File: src/verilog/cpu_cfg.svh
`ifndef CPU_CFG_SVH
`define CPU_CFG_SVH

`define CPU_WORD_WIDTH      32
`define CPU_REG_ADDR_WIDTH  5
`define CPU_IMEM_DEPTH      32
`define CPU_DMEM_DEPTH      16
`define CPU_IMEM_ADDR_WIDTH 5
`define CPU_DMEM_ADDR_WIDTH 4

// opcode field, bits 31:26
`define CPU_OP_RTYPE 6'h00
`define CPU_OP_ADDIU 6'h09
`define CPU_OP_LW    6'h23
`define CPU_OP_SW    6'h2b
`define CPU_OP_HALT  6'h3f

// funct field for r-type
`define CPU_FN_ADDU 6'h21
`define CPU_FN_SUBU 6'h23
`define CPU_FN_AND  6'h24
`define CPU_FN_OR   6'h25
`define CPU_FN_SLT  6'h2a

`endif

File: src/verilog/cpu_pkg.sv
`include "cpu_cfg.svh"

package cpu_pkg;

    typedef logic [`CPU_WORD_WIDTH-1:0]      word_t;
    typedef logic [`CPU_REG_ADDR_WIDTH-1:0]  reg_idx_t;
    typedef logic [`CPU_IMEM_ADDR_WIDTH-1:0] imem_addr_t;

    // immediate is the low 16 bits, i.e. {rd, shamt, funct}
    typedef struct packed {
        logic [5:0] opcode;
        reg_idx_t   rs;
        reg_idx_t   rt;
        reg_idx_t   rd;
        logic [4:0] shamt;
        logic [5:0] funct;
    } instr_t;

    typedef enum logic [2:0] {
        ALU_ADD,
        ALU_SUB,
        ALU_AND,
        ALU_OR,
        ALU_SLT
    } alu_op_t;

    typedef enum logic [1:0] {
        FWD_REG,
        FWD_MEM,
        FWD_WB
    } fwd_sel_t;

endpackage

File: src/verilog/fetch_stage.sv
`include "cpu_cfg.svh"

module fetch_stage import cpu_pkg::*; (
    input  logic       clk_cpu,
    input  logic       rst_n,
    input  logic       prog_we,
    input  imem_addr_t prog_addr,
    input  word_t      prog_data,
    input  logic       start,
    input  logic       stall,
    input  logic       halt_seen,
    input  logic       retire_done,
    output logic       id_valid,
    output instr_t     id_instr,
    output logic       busy
);

    word_t      imem [`CPU_IMEM_DEPTH];
    imem_addr_t pc;
    logic       running;
    logic       fetch_now;

    // nothing new enters once decode holds the halt
    assign fetch_now = running && !halt_seen;

    always_ff @(posedge clk_cpu or negedge rst_n) begin
        if (!rst_n) begin
            pc       <= '0;
            running  <= 1'b0;
            busy     <= 1'b0;
            id_valid <= 1'b0;
        end else begin
            if (start && !busy) begin
                pc      <= '0;
                running <= 1'b1;
                busy    <= 1'b1;
            end else if (retire_done) begin
                busy <= 1'b0;
            end
            if (halt_seen)
                running <= 1'b0;
            if (!stall) begin
                id_valid <= fetch_now;
                if (fetch_now)
                    pc <= pc + 1'b1;
            end
        end
    end

    // loader port, only while idle
    always_ff @(posedge clk_cpu) begin
        if (prog_we && !busy)
            imem[prog_addr] <= prog_data;
        if (!stall)
            id_instr <= instr_t'(imem[pc]);
    end

endmodule

File: src/verilog/decode_stage.sv
`include "cpu_cfg.svh"

module decode_stage import cpu_pkg::*; (
    input  logic     clk_cpu,
    input  logic     rst_n,
    input  logic     id_valid,
    input  instr_t   id_instr,
    input  logic     stall,
    input  logic     wb_we,
    input  reg_idx_t wb_idx,
    input  word_t    wb_data,
    output logic     halt_seen,
    output logic     ex_valid,
    output alu_op_t  ex_alu_op,
    output word_t    ex_a,
    output word_t    ex_b,
    output word_t    ex_store,
    output reg_idx_t ex_rs,
    output reg_idx_t ex_rt,
    output reg_idx_t ex_dest,
    output logic     ex_we,
    output logic     ex_load,
    output logic     ex_mem_write,
    output logic     ex_halt,
    output reg_idx_t id_rs,
    output reg_idx_t id_rt,
    output logic     id_uses_rt
);

    word_t    regs [1 << `CPU_REG_ADDR_WIDTH];
    word_t    rs_val;
    word_t    rt_val;
    word_t    imm_ext;
    alu_op_t  dec_op;
    reg_idx_t dec_dest;
    logic     dec_we;
    logic     dec_load;
    logic     dec_store;
    logic     dec_halt;
    logic     dec_imm;
    logic     uses_rt;
    logic     issue;

    // write-first, so a same-cycle write is seen by the read
    always_ff @(posedge clk_cpu or negedge rst_n) begin
        if (!rst_n) begin
            for (int i = 0; i < (1 << `CPU_REG_ADDR_WIDTH); i++)
                regs[i] <= '0;
        end else if (wb_we && wb_idx != '0) begin
            regs[wb_idx] <= wb_data;
        end
    end

    assign rs_val = (id_instr.rs == '0) ? '0 :
                    (wb_we && wb_idx == id_instr.rs) ? wb_data : regs[id_instr.rs];
    assign rt_val = (id_instr.rt == '0) ? '0 :
                    (wb_we && wb_idx == id_instr.rt) ? wb_data : regs[id_instr.rt];
    assign imm_ext = {{(`CPU_WORD_WIDTH - 16){id_instr[15]}}, id_instr[15:0]};

    always_comb begin
        dec_op    = ALU_ADD;
        dec_dest  = id_instr.rt;
        dec_we    = 1'b0;
        dec_load  = 1'b0;
        dec_store = 1'b0;
        dec_halt  = 1'b0;
        dec_imm   = 1'b1;
        uses_rt   = 1'b0;
        case (id_instr.opcode)
            `CPU_OP_RTYPE: begin
                dec_dest = id_instr.rd;
                dec_imm  = 1'b0;
                uses_rt  = 1'b1;
                dec_we   = 1'b1;
                case (id_instr.funct)
                    `CPU_FN_ADDU: dec_op = ALU_ADD;
                    `CPU_FN_SUBU: dec_op = ALU_SUB;
                    `CPU_FN_AND:  dec_op = ALU_AND;
                    `CPU_FN_OR:   dec_op = ALU_OR;
                    `CPU_FN_SLT:  dec_op = ALU_SLT;
                    default:      dec_we = 1'b0;
                endcase
            end
            `CPU_OP_ADDIU: dec_we = 1'b1;
            `CPU_OP_LW: begin
                dec_we   = 1'b1;
                dec_load = 1'b1;
            end
            `CPU_OP_SW: begin
                dec_store = 1'b1;
                uses_rt   = 1'b1;
            end
            `CPU_OP_HALT: dec_halt = 1'b1;
            default: ;
        endcase
    end

    assign issue      = id_valid && !stall;
    assign halt_seen  = issue && dec_halt;
    assign id_rs      = id_valid ? id_instr.rs : '0;
    assign id_rt      = id_instr.rt;
    assign id_uses_rt = id_valid && uses_rt;

    always_ff @(posedge clk_cpu or negedge rst_n) begin
        if (!rst_n) begin
            ex_valid     <= 1'b0;
            ex_we        <= 1'b0;
            ex_load      <= 1'b0;
            ex_mem_write <= 1'b0;
            ex_halt      <= 1'b0;
        end else begin
            ex_valid     <= issue;
            ex_we        <= issue && dec_we;
            ex_load      <= issue && dec_load;
            ex_mem_write <= issue && dec_store;
            ex_halt      <= issue && dec_halt;
        end
    end

    // rt index is zeroed when rt is not read, which keeps it out of forwarding
    always_ff @(posedge clk_cpu) begin
        ex_alu_op <= dec_op;
        ex_a      <= rs_val;
        ex_b      <= dec_imm ? imm_ext : rt_val;
        ex_store  <= rt_val;
        ex_rs     <= id_instr.rs;
        ex_rt     <= uses_rt ? id_instr.rt : '0;
        ex_dest   <= dec_dest;
    end

endmodule

File: src/verilog/hazard_unit.sv
module hazard_unit import cpu_pkg::*; (
    input  reg_idx_t id_rs,
    input  reg_idx_t id_rt,
    input  logic     id_uses_rt,
    input  logic     ex_valid,
    input  logic     ex_load,
    input  reg_idx_t ex_dest,
    output logic     stall
);

    logic load_in_ex;
    logic rs_hit;
    logic rt_hit;

    // a load in EX has no data until MEM, so its user waits a cycle
    assign load_in_ex = ex_valid && ex_load && ex_dest != '0;
    assign rs_hit     = ex_dest == id_rs;
    assign rt_hit     = id_uses_rt && ex_dest == id_rt;
    assign stall      = load_in_ex && (rs_hit || rt_hit);

endmodule

File: src/verilog/execute_stage.sv
module execute_stage import cpu_pkg::*; (
    input  logic     clk_cpu,
    input  logic     rst_n,
    input  logic     ex_valid,
    input  alu_op_t  ex_alu_op,
    input  word_t    ex_a,
    input  word_t    ex_b,
    input  word_t    ex_store,
    input  reg_idx_t ex_rs,
    input  reg_idx_t ex_rt,
    input  reg_idx_t ex_dest,
    input  logic     ex_we,
    input  logic     ex_load,
    input  logic     ex_mem_write,
    input  logic     ex_halt,
    input  logic     wb_we,
    input  reg_idx_t wb_idx,
    input  word_t    wb_data,
    output logic     mem_valid,
    output logic     mem_we,
    output logic     mem_load,
    output logic     mem_write,
    output logic     mem_halt,
    output reg_idx_t mem_dest,
    output word_t    mem_result,
    output word_t    mem_store
);

    fwd_sel_t sel_a;
    fwd_sel_t sel_rt;
    word_t    op_a;
    word_t    rt_val;
    word_t    op_b;
    word_t    alu_y;

    // MEM wins over WB; load results never come from MEM
    function automatic fwd_sel_t pick_fwd(reg_idx_t src, logic m_we, logic m_load,
                                          reg_idx_t m_dest, logic w_we, reg_idx_t w_idx);
        if (src != '0 && m_we && !m_load && m_dest == src)
            return FWD_MEM;
        else if (src != '0 && w_we && w_idx == src)
            return FWD_WB;
        else
            return FWD_REG;
    endfunction

    assign sel_a  = pick_fwd(ex_rs, mem_we, mem_load, mem_dest, wb_we, wb_idx);
    assign sel_rt = pick_fwd(ex_rt, mem_we, mem_load, mem_dest, wb_we, wb_idx);

    always_comb begin
        case (sel_a)
            FWD_MEM: op_a = mem_result;
            FWD_WB:  op_a = wb_data;
            default: op_a = ex_a;
        endcase
        case (sel_rt)
            FWD_MEM: rt_val = mem_result;
            FWD_WB:  rt_val = wb_data;
            default: rt_val = ex_store;
        endcase
        // sw keeps its immediate as b
        op_b = (!ex_mem_write && sel_rt != FWD_REG) ? rt_val : ex_b;
    end

    always_comb begin
        case (ex_alu_op)
            ALU_SUB: alu_y = op_a - op_b;
            ALU_AND: alu_y = op_a & op_b;
            ALU_OR:  alu_y = op_a | op_b;
            ALU_SLT: alu_y = word_t'($signed(op_a) < $signed(op_b));
            default: alu_y = op_a + op_b;
        endcase
    end

    always_ff @(posedge clk_cpu or negedge rst_n) begin
        if (!rst_n) begin
            mem_valid <= 1'b0;
            mem_we    <= 1'b0;
            mem_load  <= 1'b0;
            mem_write <= 1'b0;
            mem_halt  <= 1'b0;
        end else begin
            mem_valid <= ex_valid;
            mem_we    <= ex_we;
            mem_load  <= ex_load;
            mem_write <= ex_mem_write;
            mem_halt  <= ex_halt;
        end
    end

    always_ff @(posedge clk_cpu) begin
        mem_dest   <= ex_dest;
        mem_result <= alu_y;
        mem_store  <= rt_val;
    end

endmodule

File: src/verilog/memory_writeback.sv
`include "cpu_cfg.svh"

module memory_writeback import cpu_pkg::*; (
    input  logic     clk_cpu,
    input  logic     rst_n,
    input  logic     mem_valid,
    input  logic     mem_we,
    input  logic     mem_load,
    input  logic     mem_write,
    input  logic     mem_halt,
    input  reg_idx_t mem_dest,
    input  word_t    mem_result,
    input  word_t    mem_store,
    output logic     wb_we,
    output reg_idx_t wb_idx,
    output word_t    wb_data,
    output logic     wb_valid,
    output logic     done
);

    word_t                          dmem [`CPU_DMEM_DEPTH];
    logic [`CPU_DMEM_ADDR_WIDTH-1:0] daddr;
    word_t                          rd_word;
    logic                           wb_item;
    logic                           wb_we_q;
    logic                           wb_load;
    logic                           wb_halt;
    word_t                          wb_result;
    word_t                          wb_rd_word;

    // word address from byte address
    assign daddr   = mem_result[`CPU_DMEM_ADDR_WIDTH+1:2];
    assign rd_word = dmem[daddr];

    always_ff @(posedge clk_cpu or negedge rst_n) begin
        if (!rst_n) begin
            for (int i = 0; i < `CPU_DMEM_DEPTH; i++)
                dmem[i] <= '0;
        end else if (mem_valid && mem_write) begin
            dmem[daddr] <= mem_store;
        end
    end

    always_ff @(posedge clk_cpu or negedge rst_n) begin
        if (!rst_n) begin
            wb_item <= 1'b0;
            wb_we_q <= 1'b0;
            wb_load <= 1'b0;
            wb_halt <= 1'b0;
        end else begin
            wb_item <= mem_valid;
            wb_we_q <= mem_we;
            wb_load <= mem_load;
            wb_halt <= mem_halt;
        end
    end

    always_ff @(posedge clk_cpu) begin
        wb_idx     <= mem_dest;
        wb_result  <= mem_result;
        wb_rd_word <= rd_word;
    end

    assign wb_we    = wb_item && wb_we_q;
    assign wb_data  = wb_load ? wb_rd_word : wb_result;
    // r0 writes retire silently
    assign wb_valid = wb_we && wb_idx != '0;
    assign done     = wb_item && wb_halt;

endmodule

File: src/verilog/pipeline_cpu.sv
module pipeline_cpu import cpu_pkg::*; (
    input  logic       clk_cpu,
    input  logic       rst_n,
    input  logic       prog_we,
    input  imem_addr_t prog_addr,
    input  word_t      prog_data,
    input  logic       start,
    output logic       busy,
    output logic       wb_valid,
    output reg_idx_t   wb_idx,
    output word_t      wb_data,
    output logic       done
);

    logic     stall;
    logic     halt_seen;
    logic     id_valid;
    instr_t   id_instr;
    reg_idx_t id_rs;
    reg_idx_t id_rt;
    logic     id_uses_rt;

    logic     ex_valid;
    alu_op_t  ex_alu_op;
    word_t    ex_a;
    word_t    ex_b;
    word_t    ex_store;
    reg_idx_t ex_rs;
    reg_idx_t ex_rt;
    reg_idx_t ex_dest;
    logic     ex_we;
    logic     ex_load;
    logic     ex_mem_write;
    logic     ex_halt;

    logic     mem_valid;
    logic     mem_we;
    logic     mem_load;
    logic     mem_write;
    logic     mem_halt;
    reg_idx_t mem_dest;
    word_t    mem_result;
    word_t    mem_store;

    logic     wb_we;

    fetch_stage fetch_stage_i (
        .clk_cpu     (clk_cpu),
        .rst_n       (rst_n),
        .prog_we     (prog_we),
        .prog_addr   (prog_addr),
        .prog_data   (prog_data),
        .start       (start),
        .stall       (stall),
        .halt_seen   (halt_seen),
        .retire_done (done),
        .id_valid    (id_valid),
        .id_instr    (id_instr),
        .busy        (busy)
    );

    decode_stage decode_stage_i (
        .clk_cpu      (clk_cpu),
        .rst_n        (rst_n),
        .id_valid     (id_valid),
        .id_instr     (id_instr),
        .stall        (stall),
        .wb_we        (wb_we),
        .wb_idx       (wb_idx),
        .wb_data      (wb_data),
        .halt_seen    (halt_seen),
        .ex_valid     (ex_valid),
        .ex_alu_op    (ex_alu_op),
        .ex_a         (ex_a),
        .ex_b         (ex_b),
        .ex_store     (ex_store),
        .ex_rs        (ex_rs),
        .ex_rt        (ex_rt),
        .ex_dest      (ex_dest),
        .ex_we        (ex_we),
        .ex_load      (ex_load),
        .ex_mem_write (ex_mem_write),
        .ex_halt      (ex_halt),
        .id_rs        (id_rs),
        .id_rt        (id_rt),
        .id_uses_rt   (id_uses_rt)
    );

    hazard_unit hazard_unit_i (
        .id_rs      (id_rs),
        .id_rt      (id_rt),
        .id_uses_rt (id_uses_rt),
        .ex_valid   (ex_valid),
        .ex_load    (ex_load),
        .ex_dest    (ex_dest),
        .stall      (stall)
    );

    execute_stage execute_stage_i (
        .clk_cpu      (clk_cpu),
        .rst_n        (rst_n),
        .ex_valid     (ex_valid),
        .ex_alu_op    (ex_alu_op),
        .ex_a         (ex_a),
        .ex_b         (ex_b),
        .ex_store     (ex_store),
        .ex_rs        (ex_rs),
        .ex_rt        (ex_rt),
        .ex_dest      (ex_dest),
        .ex_we        (ex_we),
        .ex_load      (ex_load),
        .ex_mem_write (ex_mem_write),
        .ex_halt      (ex_halt),
        .wb_we        (wb_we),
        .wb_idx       (wb_idx),
        .wb_data      (wb_data),
        .mem_valid    (mem_valid),
        .mem_we       (mem_we),
        .mem_load     (mem_load),
        .mem_write    (mem_write),
        .mem_halt     (mem_halt),
        .mem_dest     (mem_dest),
        .mem_result   (mem_result),
        .mem_store    (mem_store)
    );

    memory_writeback memory_writeback_i (
        .clk_cpu    (clk_cpu),
        .rst_n      (rst_n),
        .mem_valid  (mem_valid),
        .mem_we     (mem_we),
        .mem_load   (mem_load),
        .mem_write  (mem_write),
        .mem_halt   (mem_halt),
        .mem_dest   (mem_dest),
        .mem_result (mem_result),
        .mem_store  (mem_store),
        .wb_we      (wb_we),
        .wb_idx     (wb_idx),
        .wb_data    (wb_data),
        .wb_valid   (wb_valid),
        .done       (done)
    );

endmodule

File: config.mk
export PLATFORM = sky130hd
export DESIGN_NAME = pipeline_cpu
export DESIGN_NICKNAME = d
export VERILOG_FILES = /design/src/verilog/cpu_pkg.sv /design/src/verilog/fetch_stage.sv /design/src/verilog/decode_stage.sv /design/src/verilog/hazard_unit.sv /design/src/verilog/execute_stage.sv /design/src/verilog/memory_writeback.sv /design/src/verilog/pipeline_cpu.sv
export VERILOG_INCLUDE_DIRS = /design/src /design/src/verilog
export SDC_FILE = /design/constraint.sdc
export NUM_CORES = 2
export LEC_CHECK = 0
export BUFFER_PORTS_ARGS = -buffer_cell sky130_fd_sc_hd__buf_4
export CORE_MARGIN = 2
export CORE_UTILIZATION = 48
export CTS_CLUSTER_DIAMETER = 150
export DETAILED_ROUTE_END_ITERATION = 6
export PLACE_DENSITY_LB_ADDON = 0.12
export SYNTH_ARGS = -nofsm -noshare
export SYNTH_HDL_FRONTEND = slang
export SYNTH_HIERARCHICAL = 1
export SYNTH_SLANG_ARGS = --single-unit
File: constraint.sdc
create_clock -name clk_cpu -period 11 [get_ports clk_cpu]
set_input_delay 1.65 -clock clk_cpu [delete_from_list [all_inputs] [get_ports clk_cpu]]
set_output_delay 1.65 -clock clk_cpu [all_outputs]
set_load 0.02 [all_outputs]
==> results.txt <==
initial core utilization = 48.2%
largest net degree at the start of global routing = 187
kind of critical path = flip-flop to flip-flop
CTS tree = yes
Layout Cells excl Fill = 12700
post-layout util = 53.3%
Fin Setup TNS = 0 ns
multi-input logic area = 53400 sq um
Fmax = 162 MHz
Global Route Usage Sum = 29.1%
Seq/Total Area, Yosys = 57.0%
initial antenna violation count = 13
DP Cell Count = 12200
DR vias = 80800
met2 GRT Util = 46.2%
max cap viols = 0
Most used DFF post-synth = dfrtp_1
hold buffers post-CTS = 0
Netlist cell types = 108
Worst setup SP type = flip-flop
maximum vdd drop = 0.184 mV
met1 Use GR = 39.2%
CP Data Required Time = 11.81 ns
Root Driver = clkbuf_16
Die Area = 281000 sq um
layout cell share with drive strength beyond 1 = 33.8%
core area = 276000 sq um
register area = 75800 sq um
Clock Path Buffers = 4
RePlAce Congestion = 0.907
# IOs = 81
Mapped Area = 133000 sq um
vias in the first global route = 82700
Crit. End Element = flip-flop
Arrival @ worst endpoint = 6.96 ns
largest delay contributor family on the critical path = compound AO/OA/AOI/OAI gates
GRT Max-Usage Layer = met2
Final Setup Violations = 0
fin crit share = 56.0%
CP dominant cell by count = buf_4
Final Hold Viols = 0
Post-CTS Resized = 0
Final min period = 6.16 ns
flops & latches, synth = 2866
LEAKAGE = 61.8 nW
initial detailed-routing violation count = 7650
Initial DRT Pass Iterations = 6
Row Count = 193
fin nets = 8909
run status = finished clean
Vias/cell = 6.34
first-pass GRT wire length = 594 mm
most common cell after layout, fill and taps aside = dfrtp_1
DIE WIDTH = 530 um
post-detailed-route DRC marker count = 0
critical path, cell by cell = xnor2_1 -> nand2_1 -> or3_2 -> buf_4 -> a21oi_4 -> buf_4 -> mux2_2 -> ha_1 -> fa_1 -> nor2_2 -> o211ai_1 -> a2111oi_2 -> o21ai_1 -> o31ai_1 -> a211oi_1 -> a221o_1 -> a22oi_1
WP buf/inv = 2
Syn Area/Cell = 14.9 sq um
clock slew at reported path FFs = 0.06 ns
post-DP HPWL = 240 mm
Post-synth EDFFs = 1056
number of CTS-inserted buffers = 315
H-tree depth = 5
slowest stage cell, crit path = a2111oi_2
Layout Skew = 0.0388 ns
GRT overflow = 0
Slew Limit Fails = 0
routed len/inst = 32.3 um
final wirelength = 411 mm
min-delay worst type = flip-flop to flip-flop
Buffers on Ports = 80
Cell Pwr Density = 237 nW/um^2
highest-count cells in the layout ignoring fill and taps = dfrtp_1 (1556), mux2_2 (1541), edfxtp_1 (1056)
Worst path max stage delay = 0.71 ns
met3 GRT Util = 4.64%
asr flop ratio synth = 54.4%
Ys Warns = 6
Crit Path Max Fanout = 33
Clk Latency, worst-skew pair = 0.91 ns
hold slack = 0.340 ns
TritonCTS Sinks = 2866
Setup Fix Bufs, Post-CTS = 0
RSZ-0062 raised after global routing = false
P&R area growth vs syn = 10.7%
die height = 530 um
Syn Nets = 9064
Least-Margin Pin Slew = 1.43 ns
# fillers = 22700
Relative slew margins = 4.24%
gate count of the mapped netlist = 8924
Final ANT Viol Nets = 0
==> state kept, by name, summed over array words and instances, names as in the netlist, 3 cells and up <==
register and cells:
decode_stage_i/ex_a 32, decode_stage_i/ex_alu_op 3, decode_stage_i/ex_b 32, decode_stage_i/ex_dest 5, decode_stage_i/ex_rs 5, decode_stage_i/ex_rt 5
decode_stage_i/ex_store 32, decode_stage_i/regs 1024, execute_stage_i/mem_dest 5, execute_stage_i/mem_result 32, execute_stage_i/mem_store 32, fetch_stage_i/id_instr 32
fetch_stage_i/imem 1024, fetch_stage_i/pc 5, memory_writeback_i/dmem 512, memory_writeback_i/wb_idx 5, memory_writeback_i/wb_rd_word 32, memory_writeback_i/wb_result 32
==> stage by stage <==
step	setup slack (ns)	power, mW	instance area (sq um)
final	4.84	34.8	147000
after global routing	4.48	36.1	147000
after CTS	4.97	34.9	147000
after detailed placement	5.04	24.3	137000
after global placement	5.02	24.2	137000
after floorplan	6.06	20.2	133000
==> metal layers <==
metal,routed length (um),part of all wire [%],vias to the layer above
li1,-,-,33900
met1,171000,42,43100
met2,193000,47,2979
met3,26800,6.5,790
met4,21000,5.1,10
met5,70,0.017,-
==> where the power goes <==
group          internal (mW)  leakage (nW)  switching, mW
Clock                   6.19          5.07           4.40
Sequential              11.9          33.3          0.960
Combinational           3.96          23.4           7.40
Total                   22.1          61.8           12.8
==> area by class of cell <==
class                      instances  area share (%)
sequential                      2866            51.5
multi-input combinational       5177            36.3
clock buffer                     465            6.24
tap                             3705            3.15
timing repair buffer             305            1.70
clock inverter                   116           0.788
inverter                         104           0.266
antenna                            4         0.00681
==> path summary, 6_finish.rpt <==
check / depth (start not counted) / startpoint / end / slack [ns]
min in group asynchronous: 1 / rst_n / memory_writeback_i/dmem[247] / 0.71
max in group asynchronous: 3 / rst_n / decode_stage_i/regs[415] / 7.93
setup / recovery: 17 / memory_writeback_i/wb_idx[3] / execute_stage_i/mem_result[20] / 4.84
hold reg to reg: 0 / execute_stage_i/mem_halt / memory_writeback_i/wb_halt / 0.34
setup reg to reg: 17 / memory_writeback_i/wb_idx[3] / execute_stage_i/mem_result[20] / 4.84
hold / removal: 0 / execute_stage_i/mem_halt / memory_writeback_i/wb_halt / 0.34
==> kinds of logic (layout without fill, tap and decap cells) <==
kind of cell	count (synthesis)	count (layout)	share of synthesized area [%]
mux	2914	2914	28.6
flops	2866	2866	57.0
compound gates	1129	1129	6.12
simple gates	987	987	3.71
buf+inv	881	990	3.26
fa+ha+maj	99	99	0.944
xor+xnor	48	48	0.317
other cells	0	4	0
==> cells in the mapped netlist, types with 19 or more instances <==
library cell	n	area [sq um]
buf_1	71	267
nand4_1	81	507
xnor2_1	26	228
a221o_1	21	210
a22oi_1	432	3240
o22ai_1	62	388
a22o_1	38	333
o221ai_1	21	184
mux2i_1	762	7630
clkbuf_1	373	1400
edfxtp_1	1056	31700
o21ai_0	104	521
nand2_1	260	976
nor2_1	302	1130
nor2b_1	39	244
mux4_2	540	12200
and2_1	26	163
a211oi_1	61	458
nand2b_1	26	163
xor2_1	22	193
and3_1	22	138
inv_1	104	390
mux2_1	65	732
a22oi_2	19	238
mux2_2	1541	17400
buf_6	54	608
a21oi_1	160	801
dfxtp_1	252	5040
ha_1	97	1210
buf_2	187	936
dfrtp_1	1558	39000
buf_4	82	616
o31ai_1	33	248
nor3_1	36	180
a31oi_1	28	175
nand3_1	76	380
(Power assumes the default switching activity.)
